<file path="src/fetch_pkg.sv">
`default_nettype none

package fetch_pkg;

  localparam int XLEN         = 32;        // data and address width
  localparam int ICACHE_LINES = 16;        // one word per line
  localparam int BHT_ENTRIES  = 64;        // two-bit counters
  localparam int FOQ_DEPTH    = 8;         // fetch queue slots
  localparam logic [XLEN-1:0] RESET_PC = '0;

  // derived widths
  localparam int ICACHE_IDX_W = $clog2(ICACHE_LINES);
  localparam int ICACHE_TAG_W = XLEN - ICACHE_IDX_W - 2;  // above index and byte offset
  localparam int BHT_IDX_W    = $clog2(BHT_ENTRIES);
  localparam int FOQ_PTR_W    = $clog2(FOQ_DEPTH);
  localparam int FOQ_CNT_W    = FOQ_PTR_W + 1;            // must hold FOQ_DEPTH itself

  // decoded operation class
  typedef enum logic [3:0] {
    op_lui,
    op_auipc,
    op_jal,
    op_jalr,
    op_branch,   // conditional branches only
    op_load,
    op_store,
    op_op_imm,
    op_op,
    op_illegal
  } op_e;

  // queue entry payload
  typedef struct packed {
    op_e             op;
    logic            branch;   // conditional branch
    logic            ls;       // load or store
    logic            use_imm;
    logic [4:0]      rd;
    logic [4:0]      rs1;
    logic [4:0]      rs2;
    logic [XLEN-1:0] imm;      // sign extended
    logic            jalr;
  } decoded_t;

endpackage

`default_nettype wire

</file>
<file path="src/fetch_if.sv">
`timescale 1ns/1ns
`default_nettype none

// one decoded instruction on its way from fetch into the queue
interface fetch_if;
  import fetch_pkg::*;

  decoded_t        dec;
  logic [XLEN-1:0] pc;     // address of dec
  logic            push;   // one cycle strobe, one instruction

  // fetch unit side
  modport src (output dec, output pc, output push);

  // fetch queue side
  modport sink (input dec, input pc, input push);

  // predictor looks at what is being pushed
  modport monitor (input dec, input pc, input push);

endinterface

`default_nettype wire

</file>
<file path="src/inst_decoder.sv">
`timescale 1ns/1ns
`default_nettype none

module inst_decoder (
  input  logic [31:0]         inst,
  output fetch_pkg::decoded_t dec
);
  import fetch_pkg::*;

  logic [XLEN-1:0] i_imm;
  logic [XLEN-1:0] s_imm;
  logic [XLEN-1:0] b_imm;
  logic [XLEN-1:0] u_imm;
  logic [XLEN-1:0] j_imm;
  logic [4:0]      f_rd;
  logic [4:0]      f_rs1;
  logic [4:0]      f_rs2;

  // register fields sit at fixed positions in every format
  assign f_rd  = inst[11:7];
  assign f_rs1 = inst[19:15];
  assign f_rs2 = inst[24:20];

  // immediates per format, all sign extended from bit 31
  assign i_imm = {{20{inst[31]}}, inst[31:20]};
  assign s_imm = {{20{inst[31]}}, inst[31:25], inst[11:7]};
  assign b_imm = {{19{inst[31]}}, inst[31], inst[7], inst[30:25], inst[11:8], 1'b0};
  assign u_imm = {inst[31:12], 12'b0};
  assign j_imm = {{11{inst[31]}}, inst[31], inst[19:12], inst[20], inst[30:21], 1'b0};

  always_comb begin
    dec    = '0;          // unused fields stay zero
    dec.op = op_illegal;  // unknown opcode, all flags low
    case (inst[6:0])
      7'b0110111: begin // lui
        dec = '{op: op_lui, branch: 1'b0, ls: 1'b0, use_imm: 1'b1, rd: f_rd,
                rs1: 5'd0, rs2: 5'd0, imm: u_imm, jalr: 1'b0};
      end
      7'b0010111: begin // auipc
        dec = '{op: op_auipc, branch: 1'b0, ls: 1'b0, use_imm: 1'b1, rd: f_rd,
                rs1: 5'd0, rs2: 5'd0, imm: u_imm, jalr: 1'b0};
      end
      7'b1101111: begin // jal, target is pc + imm
        dec = '{op: op_jal, branch: 1'b0, ls: 1'b0, use_imm: 1'b1, rd: f_rd,
                rs1: 5'd0, rs2: 5'd0, imm: j_imm, jalr: 1'b0};
      end
      7'b1100111: begin // jalr, target only known in the back end
        dec = '{op: op_jalr, branch: 1'b0, ls: 1'b0, use_imm: 1'b1, rd: f_rd,
                rs1: f_rs1, rs2: 5'd0, imm: i_imm, jalr: 1'b1};
      end
      7'b1100011: begin // beq .. bgeu, compares two registers
        dec = '{op: op_branch, branch: 1'b1, ls: 1'b0, use_imm: 1'b0, rd: 5'd0,
                rs1: f_rs1, rs2: f_rs2, imm: b_imm, jalr: 1'b0};
      end
      7'b0000011: begin // loads
        dec = '{op: op_load, branch: 1'b0, ls: 1'b1, use_imm: 1'b1, rd: f_rd,
                rs1: f_rs1, rs2: 5'd0, imm: i_imm, jalr: 1'b0};
      end
      7'b0100011: begin // stores, no rd
        dec = '{op: op_store, branch: 1'b0, ls: 1'b1, use_imm: 1'b1, rd: 5'd0,
                rs1: f_rs1, rs2: f_rs2, imm: s_imm, jalr: 1'b0};
      end
      7'b0010011: begin // alu with immediate
        dec = '{op: op_op_imm, branch: 1'b0, ls: 1'b0, use_imm: 1'b1, rd: f_rd,
                rs1: f_rs1, rs2: 5'd0, imm: i_imm, jalr: 1'b0};
      end
      7'b0110011: begin // register-register alu
        dec = '{op: op_op, branch: 1'b0, ls: 1'b0, use_imm: 1'b0, rd: f_rd,
                rs1: f_rs1, rs2: f_rs2, imm: '0, jalr: 1'b0};
      end
      default: ;
    endcase
  end

endmodule

`default_nettype wire

</file>
<file path="src/inst_processor.sv">
`timescale 1ns/1ns
`default_nettype none

module inst_processor (
  input  logic                         clk_in,
  input  logic                         rst_in,
  input  logic                         rdy_in,
  // icache link
  output logic [fetch_pkg::XLEN-1:0]   fetch_addr,
  input  logic                         inst_available,
  input  logic [31:0]                  inst,
  // predictor answer
  input  logic                         branch,
  input  logic [fetch_pkg::XLEN-1:0]   branch_addr,
  // back end redirects
  input  logic                         predict_fail,
  input  logic [fetch_pkg::XLEN-1:0]   fail_addr,
  input  logic                         jalr_done,
  // queue back-pressure
  input  logic                         foq_full,
  fetch_if.src                         dq
);
  import fetch_pkg::*;

  logic [XLEN-1:0] pc;
  logic            cease;         // waiting on a jalr target
  logic            decode_valid;
  logic            push;
  logic            redirect;
  logic [XLEN-1:0] next_pc;
  decoded_t        dec;

  inst_decoder decoder_i (
    .inst (inst),
    .dec  (dec)
  );

  assign fetch_addr   = pc;
  assign redirect     = predict_fail | jalr_done;
  assign decode_valid = inst_available & ~cease & ~foq_full;
  assign push         = decode_valid & rdy_in;

  assign dq.dec  = dec;
  assign dq.pc   = pc;
  assign dq.push = push;

  // next pc, highest priority first
  always_comb begin
    if (redirect) begin
      next_pc = fail_addr;              // mispredict or jalr target
    end else if (branch) begin
      next_pc = branch_addr;            // predicted taken
    end else if (dec.op == op_jal) begin
      next_pc = pc + dec.imm;
    end else begin
      next_pc = pc + XLEN'(4);
    end
  end

  always_ff @(posedge clk_in) begin
    if (rst_in) begin
      pc    <= RESET_PC;
      cease <= 1'b0;
    end else if (rdy_in) begin
      if (redirect) begin               // wins over stall and full queue
        pc    <= next_pc;
        cease <= 1'b0;
      end else if (push) begin
        pc    <= next_pc;
        cease <= dec.jalr;              // stop behind a jalr
      end
    end
  end

endmodule

`default_nettype wire

</file>
<file path="src/icache.sv">
`timescale 1ns/1ns
`default_nettype none

module icache (
  input  logic                       clk_in,
  input  logic                       rst_in,
  input  logic                       rdy_in,
  input  logic [fetch_pkg::XLEN-1:0] fetch_addr,
  output logic                       inst_available,
  output logic [fetch_pkg::XLEN-1:0] inst,
  // refill from memory
  output logic                       mem_req,
  output logic [fetch_pkg::XLEN-1:0] mem_addr,
  input  logic                       mem_valid,
  input  logic [fetch_pkg::XLEN-1:0] mem_data
);
  import fetch_pkg::*;

  typedef enum logic [1:0] {
    st_idle,
    st_request,   // mem_req held here
    st_fill       // one cycle turnaround after the write
  } cache_state_e;

  cache_state_e            state;
  logic [ICACHE_LINES-1:0] valid;
  logic [ICACHE_TAG_W-1:0] tags [ICACHE_LINES];
  logic [XLEN-1:0]         data [ICACHE_LINES];
  logic [XLEN-1:0]         miss_addr;
  logic [ICACHE_IDX_W-1:0] idx;
  logic [ICACHE_IDX_W-1:0] fill_idx;
  logic                    hit;

  assign idx      = fetch_addr[ICACHE_IDX_W+1:2];   // word index
  assign fill_idx = miss_addr[ICACHE_IDX_W+1:2];
  assign hit      = valid[idx] && (tags[idx] == fetch_addr[XLEN-1:ICACHE_IDX_W+2]);

  assign inst_available = hit;     // same cycle as fetch_addr
  assign inst           = data[idx];
  assign mem_req        = (state == st_request);
  assign mem_addr       = {miss_addr[XLEN-1:2], 2'b00};

  always_ff @(posedge clk_in) begin
    if (rst_in) begin
      state     <= st_idle;
      valid     <= '0;
      miss_addr <= RESET_PC;
    end else begin
      case (state)
        st_idle: if (rdy_in && !hit) begin
          miss_addr <= fetch_addr;     // request goes out next cycle
          state     <= st_request;
        end
        st_request: if (mem_valid) begin // response is never dropped, even when paused
          valid[fill_idx] <= 1'b1;
          state           <= st_fill;
        end
        st_fill: if (rdy_in) state <= st_idle;  // a moved pc misses again from idle
        default: state <= st_idle;
      endcase
    end
  end

  // tag and data written with the response
  always_ff @(posedge clk_in) begin
    if (state == st_request && mem_valid) begin
      tags[fill_idx] <= miss_addr[XLEN-1:ICACHE_IDX_W+2];
      data[fill_idx] <= mem_data;
    end
  end

endmodule

`default_nettype wire

</file>
<file path="src/branch_predictor.sv">
`timescale 1ns/1ns
`default_nettype none

module branch_predictor (
  input  logic                       clk_in,
  input  logic                       rst_in,
  fetch_if.monitor                   dq,
  output logic                       branch,
  output logic [fetch_pkg::XLEN-1:0] branch_addr,
  // training from the back end
  input  logic                       upd_valid,
  input  logic [fetch_pkg::XLEN-1:0] upd_pc,
  input  logic                       upd_taken
);
  import fetch_pkg::*;

  logic [1:0]           bht [BHT_ENTRIES];  // 00 strong nt .. 11 strong taken
  logic [BHT_IDX_W-1:0] rd_idx;
  logic [BHT_IDX_W-1:0] upd_idx;
  logic [1:0]           upd_ctr;

  assign rd_idx  = dq.pc[BHT_IDX_W+1:2];
  assign upd_idx = upd_pc[BHT_IDX_W+1:2];
  assign upd_ctr = bht[upd_idx];

  // only a pushed conditional branch with a taken counter redirects fetch
  assign branch      = dq.push && (dq.dec.op == op_branch) && bht[rd_idx][1];
  assign branch_addr = dq.pc + dq.dec.imm;

  always_ff @(posedge clk_in) begin
    if (rst_in) begin
      for (int i = 0; i < BHT_ENTRIES; i++) begin
        bht[i] <= 2'b01;        // weakly not taken
      end
    end else if (upd_valid) begin
      if (upd_taken) begin
        if (upd_ctr != 2'b11) begin
          bht[upd_idx] <= upd_ctr + 2'd1;
        end
      end else if (upd_ctr != 2'b00) begin
        bht[upd_idx] <= upd_ctr - 2'd1;   // saturate at zero
      end
    end
  end

endmodule

`default_nettype wire

</file>
<file path="src/fetch_queue.sv">
`timescale 1ns/1ns
`default_nettype none

module fetch_queue (
  input  logic                       clk_in,
  input  logic                       rst_in,
  input  logic                       rdy_in,
  input  logic                       flush,
  fetch_if.sink                      dq,
  output logic                       foq_full,
  // dispatch side
  input  logic                       deq,
  output logic                       out_valid,
  output logic [fetch_pkg::XLEN-1:0] out_pc,
  output fetch_pkg::decoded_t        out_dec
);
  import fetch_pkg::*;

  decoded_t             q_dec [FOQ_DEPTH];
  logic [XLEN-1:0]      q_pc  [FOQ_DEPTH];
  logic [FOQ_PTR_W-1:0] head;
  logic [FOQ_PTR_W-1:0] tail;
  logic [FOQ_CNT_W-1:0] count;
  logic                 pop;

  assign foq_full  = (count == FOQ_CNT_W'(FOQ_DEPTH));
  assign out_valid = (count != '0);
  assign out_pc    = q_pc[head];
  assign out_dec   = q_dec[head];
  assign pop       = deq && out_valid && rdy_in;   // deq on empty ignored

  always_ff @(posedge clk_in) begin
    if (rst_in) begin
      head  <= '0;
      tail  <= '0;
      count <= '0;
    end else if (rdy_in) begin
      if (flush) begin            // drops a same-cycle push too
        head  <= '0;
        tail  <= '0;
        count <= '0;
      end else begin
        if (dq.push) tail <= tail + 1'b1;   // pointers wrap at depth
        if (pop) head <= head + 1'b1;
        count <= count + FOQ_CNT_W'(dq.push) - FOQ_CNT_W'(pop);
      end
    end
  end

  // entry payload
  always_ff @(posedge clk_in) begin
    if (dq.push) begin
      q_dec[tail] <= dq.dec;
      q_pc[tail]  <= dq.pc;
    end
  end

endmodule

`default_nettype wire

</file>
<file path="src/fetch_top.sv">
`timescale 1ns/1ns
`default_nettype none

module fetch_top (
  input  logic                       clk_in,
  input  logic                       rst_in,
  input  logic                       rdy_in,
  // instruction memory
  output logic                       mem_req,
  output logic [fetch_pkg::XLEN-1:0] mem_addr,
  input  logic                       mem_valid,
  input  logic [fetch_pkg::XLEN-1:0] mem_data,
  // back end
  input  logic                       predict_fail,
  input  logic [fetch_pkg::XLEN-1:0] fail_addr,   // jalr target when jalr_done
  input  logic                       jalr_done,
  input  logic                       upd_valid,
  input  logic [fetch_pkg::XLEN-1:0] upd_pc,
  input  logic                       upd_taken,
  // dispatch
  input  logic                       deq,
  output logic                       out_valid,
  output logic [fetch_pkg::XLEN-1:0] out_pc,
  output fetch_pkg::op_e             out_op,
  output logic                       out_branch,
  output logic                       out_ls,
  output logic                       out_use_imm,
  output logic [4:0]                 out_rd,
  output logic [4:0]                 out_rs1,
  output logic [4:0]                 out_rs2,
  output logic [fetch_pkg::XLEN-1:0] out_imm,
  output logic                       out_jalr
);
  import fetch_pkg::*;

  logic [XLEN-1:0] fetch_addr;
  logic            inst_available;
  logic [XLEN-1:0] inst;
  logic            branch;
  logic [XLEN-1:0] branch_addr;
  logic            foq_full;
  logic            flush;
  decoded_t        out_dec;

  fetch_if dq ();

  assign flush = predict_fail | jalr_done;   // any redirect empties the queue

  // head entry split into plain ports
  assign out_op      = out_dec.op;
  assign out_branch  = out_dec.branch;
  assign out_ls      = out_dec.ls;
  assign out_use_imm = out_dec.use_imm;
  assign out_rd      = out_dec.rd;
  assign out_rs1     = out_dec.rs1;
  assign out_rs2     = out_dec.rs2;
  assign out_imm     = out_dec.imm;
  assign out_jalr    = out_dec.jalr;

  icache icache_i (
    .clk_in, .rst_in, .rdy_in, .fetch_addr, .inst_available, .inst,
    .mem_req, .mem_addr, .mem_valid, .mem_data
  );

  inst_processor inst_processor_i (
    .clk_in, .rst_in, .rdy_in, .fetch_addr, .inst_available, .inst,
    .branch, .branch_addr, .predict_fail, .fail_addr, .jalr_done,
    .foq_full, .dq (dq.src)
  );

  branch_predictor branch_predictor_i (
    .clk_in, .rst_in, .dq (dq.monitor), .branch, .branch_addr,
    .upd_valid, .upd_pc, .upd_taken
  );

  fetch_queue fetch_queue_i (
    .clk_in, .rst_in, .rdy_in, .flush, .dq (dq.sink), .foq_full,
    .deq, .out_valid, .out_pc, .out_dec
  );

endmodule

`default_nettype wire

</file>
<file path="config.mk">
export PLATFORM = sky130hd
export DESIGN_NAME = fetch_top
export DESIGN_NICKNAME = d
export VERILOG_FILES = /design/src/fetch_pkg.sv /design/src/fetch_if.sv /design/src/inst_decoder.sv /design/src/inst_processor.sv /design/src/icache.sv /design/src/branch_predictor.sv /design/src/fetch_queue.sv /design/src/fetch_top.sv
export SDC_FILE = /design/constraint.sdc
export NUM_CORES = 2
export LEC_CHECK = 0
export ABC_AREA = 1
export BUFFER_PORTS_ARGS = -buffer_cell sky130_fd_sc_hd__buf_2
export CAP_MARGIN = 40
export CORE_UTILIZATION = 45
export DETAILED_ROUTE_END_ITERATION = 8
export GPL_TIMING_DRIVEN = 1
export HOLD_SLACK_MARGIN = 0.12
export PLACE_DENSITY = 0.66
export SLEW_MARGIN = 10
export SYNTH_ARGS = -nofsm -noshare
export SYNTH_HDL_FRONTEND = slang
export SYNTH_SLANG_ARGS = --single-unit
</file>
<file path="constraint.sdc">
create_clock -name clk_in -period 8.3 [get_ports clk_in]
set_clock_uncertainty 0.1 [all_clocks]
set_input_delay 0.415 -clock clk_in [delete_from_list [all_inputs] [get_ports clk_in]]
set_output_delay 0.415 -clock clk_in [all_outputs]
set_load 0.03 [all_outputs]
</file>
==> flow_metrics.py <==
metrics = {
    "outcome": {
        "outcome": "complete, no violations",
    },
    "clocking": {
        "path_clk_slew_ns": 0.06,
        "clock_sinks": 1852,
        "ctsResizeCount": 0,
        "h-tree-depth": 4,
        "cts_setup_buffers": 0,
        "clock-root-buffer": "clkbuf_16",
        "cts_buffers": 188,
        "cts_tree": "yes",
        "cts_hold_buf": 95,
        "clkLatencyLatePin_ns": 0.86,
        "cts_buffer_depth": 3,
    },
    "timing": {
        "setup_slack_ns": 1.09,
        "max_freq_mhz": 139,
        "rsz0062_at_grt": "no",
        "slew_violations": 0,
        "relSlewSlack_pct": 20.2,
        "worstMarginPinSlew_ns": 1.20,
        "min_period_ns": 7.21,
        "hold_violations": 0,
        "final.period_utilization_pct": 86.8,
        "setup-violations-final": 0,
    },
    "place": {
        "port_buffers": 197,
        "pre_cts_slack_ns": 1.74,
        "place_hpwl_um": 128000,
        "place_congestion": 0.938,
        "dp.cells": 9256,
        "dpl_cell_area_um2": 82600,
    },
    "synth": {
        "synth_edf_count": 1752,
        "synth_top_cell_area_share_pct": 67.0,
        "ys_top_cells_by_area": "edfxtp_1 67%, nand2_1 6.6%, nor2_1 4.5%",
        "async_reset_ff_share_pct": 0,
        "synth_top_family_by_area": "simple AND/OR/NAND/NOR gates",
        "yosysWarnings": 0,
        "ys_ff_latch": 1852,
        "synth_area_um2": 78500,
        "yosys.area_share.simple_pct": 16.2,
        "synth-xor-area-share_pct": 0.636,
        "synth_compound_gate_area_share_pct": 8.55,
        "syn_inst": 7008,
        "yosysUniqueCellTypes": 59,
        "ys_seq_area_share_pct": 69.6,
        "synth.largest_area_cell": "edfxtp_1",
        "synth_fa_ha_area_share_pct": 0.688,
        "synth.area.mux_share_pct": 0,
        "dominantRegCellSynth": "edfxtp_1",
        "syn_area_per_cell_um2": 11.2,
    },
    "detailed_routing": {
        "drc": 0,
        "vias": 55000,
        "totalWireLength_um": 220000,
        "postRouteAntennaNets": 0,
        "vias_per_cell": 5.66,
        "wl_per_cell_um": 22.7,
        "first_pass_iters": 9,
        "drt-initial-drc-count": 6107,
    },
    "finish": {
        "fin_nets": 7380,
        "drive_above_1_share_pct": 9.55,
        "layout_commonest_cell": "edfxtp_1",
        "final_cell_mix": "1752 x edfxtp_1, 1369 x nand2_1, 932 x nor2_1, 547 x nand3_1, 503 x o21ai_0",
        "seq_area_um2": 54600,
        "area_delta_synth_final_pct": 14.1,
        "fillers": 14700,
        "final_cells": 9701,
        "multiInputGateArea_um2": 20700,
        "fin_util_pct": 51.9,
        "final_cell_area_um2": 89600,
    },
    "floorplan": {
        "dieArea_um2": 176000,
        "start_util_pct": 45.5,
        "io_pins": 226,
        "fp.dieW_um": 420,
        "rows": 152,
        "dieHeight_um": 420,
        "core_area_um2": 172000,
    },
    "global_routing": {
        "grt_max_degree": 225,
        "grt_pass1_wl_um": 325000,
        "grt_pass1_vias": 51900,
        "grtUsageTotal_pct": 24.6,
        "antenna_found_initial": 9,
        "grt-ovfl-total": 0,
    },
    "worst_setup_path": {
        "worst_ep_required_time_ns": 8.91,
        "crit_fanout": 182,
        "critPathCaptureType": "flip-flop",
        "cp-start-kind": "flip-flop",
        "arrival_ns": 7.82,
        "path_class": "reg2reg",
    },
    "power_and_ir_drop": {
        "ir_drop_v": 0.000203,
        "cellPowerDensity_nw_per_um2": 220,
        "power_leakage_uw": 0.0323,
    },
    "min_path": {
        "hold_path_class": "in2reg",
    },
    "run": {
        "drv_cap": 0,
    },
}
==> metrics by stage <==
step,setup TNS (ns),power [µW],hold slack (ns)
finish,0,19700,0.218
global route,0,20300,0.261
CTS,0,19800,0.189
detailed placement,0,11700,0.357
global placement,0,11700,0.350
floorplan,-213.62,11200,0.335
==> where the power goes <==
part | internal, µW | total (µW) | switching [µW]
Sequential | 10300 | 10300 | 69.2
Combinational | 333 | 1250 | 913
Clock | 4580 | 8160 | 3590
==> cells in the mapped netlist, types with 7 or more instances <==
cell and number:
a221oi_1 72, o211ai_1 25, nor3_1 46, o31ai_1 14, xnor2_1 20, o21ai_1 18
edfxtp_1 1752, inv_2 7, nand3b_1 23, nand4_1 81, nor4_1 7, xor2_1 37
dfxtp_1 100, o21ai_0 503, nand3_1 547, nand2_1 1371, o221ai_1 11, buf_2 110
a31oi_1 98, a22oi_1 10, a21oi_1 269, clkbuf_1 242, inv_1 361, ha_1 40
nor2_1 950, buf_6 10, buf_1 46, o22ai_1 126, buf_4 36
==> critical path, cell delays in order (launching register included) <==
cell	delay [ns]
dfxtp_4	0.59
clkinv_8	0.64
nand2_1	0.25
nand3_1	0.11
nand3_1	0.11
nand3_1	0.12
nand2_1	0.36
nand2_1	0.10
nor2_1	0.28
nand2_1	0.12
inv_1	0.31
a21oi_1	0.11
o22ai_1	0.75
ha_1	0.34
fa_1	0.22
nand3_1	0.07
nand3_1	0.11
a21oi_1	0.15
o21ai_0	0.36
a21boi_0	0.25
o21bai_1	0.28
nand2_1	0.13
nand2_1	0.09
xnor2_1	0.12
nand2_1	0.09
nand3_1	0.13
a21oi_1	0.07
dlygate4sd3_1	0.59
==> state kept, by name, summed over array words and instances (netlist names), named ones only <==
| name | cells |
|---|---|
| icache_i.data | 512 |
| fetch_queue_i.q_dec | 440 |
| icache_i.tags | 416 |
| fetch_queue_i.q_pc | 256 |
| branch_predictor_i.bht | 128 |
| inst_processor_i.dq.pc | 32 |
| icache_i.miss_addr | 30 |
| icache_i.valid | 16 |
| fetch_queue_i.count | 4 |
| fetch_queue_i.head | 3 |
| fetch_queue_i.tail | 3 |
| icache_i.state | 2 |
| inst_processor_i.cease | 1 |
==> final timing paths <==
path                                         from                                      end  slack (ns)  cells past startpoint
setup / recovery                        flip-flop  inst_processor_i.dq.pc[20]$_SDFFE_PP0P_        1.09                     27
hold / removal                             rdy_in      fetch_queue_i.count[3]$_SDFFE_PP0P_        0.22                      5
setup reg to reg                        flip-flop  inst_processor_i.dq.pc[20]$_SDFFE_PP0P_        1.09                     27
hold reg to reg   icache_i.valid[13]$_SDFFE_PP0P_          icache_i.valid[13]$_SDFFE_PP0P_        0.37                      2
==> layer usage <==
layer  global-route usage [%]  vias to the layer above  routed length [µm]
met4                     12.5                       12               11500
met5                        0                        -                  73
met3                     3.99                      486               18200
met2                     39.3                     2394              103000
li1                         -                    25200                   -
met1                     32.6                    26800               87700
==> cell type report <==
class                      count  area share (%)
clock buffer                 241            5.54
multi-input combinational   4340            23.1
tap                         2310            3.23
timing repair buffer         478            4.47
sequential                  1852            61.0
clock inverter               105            1.07
inverter                     373            1.61
antenna                        2         0.00559
==> cell families after synthesis <==
logic type | after synthesis
DFF | 1852
buffers and inverters | 817
xor gates and xnor gates | 57
adders and majority gates | 42
other | 1
and+or+nand+nor | 3063
AOI/OAI and AO/OA | 1176
No activity file was read; power rests on OpenSTA's default activity.
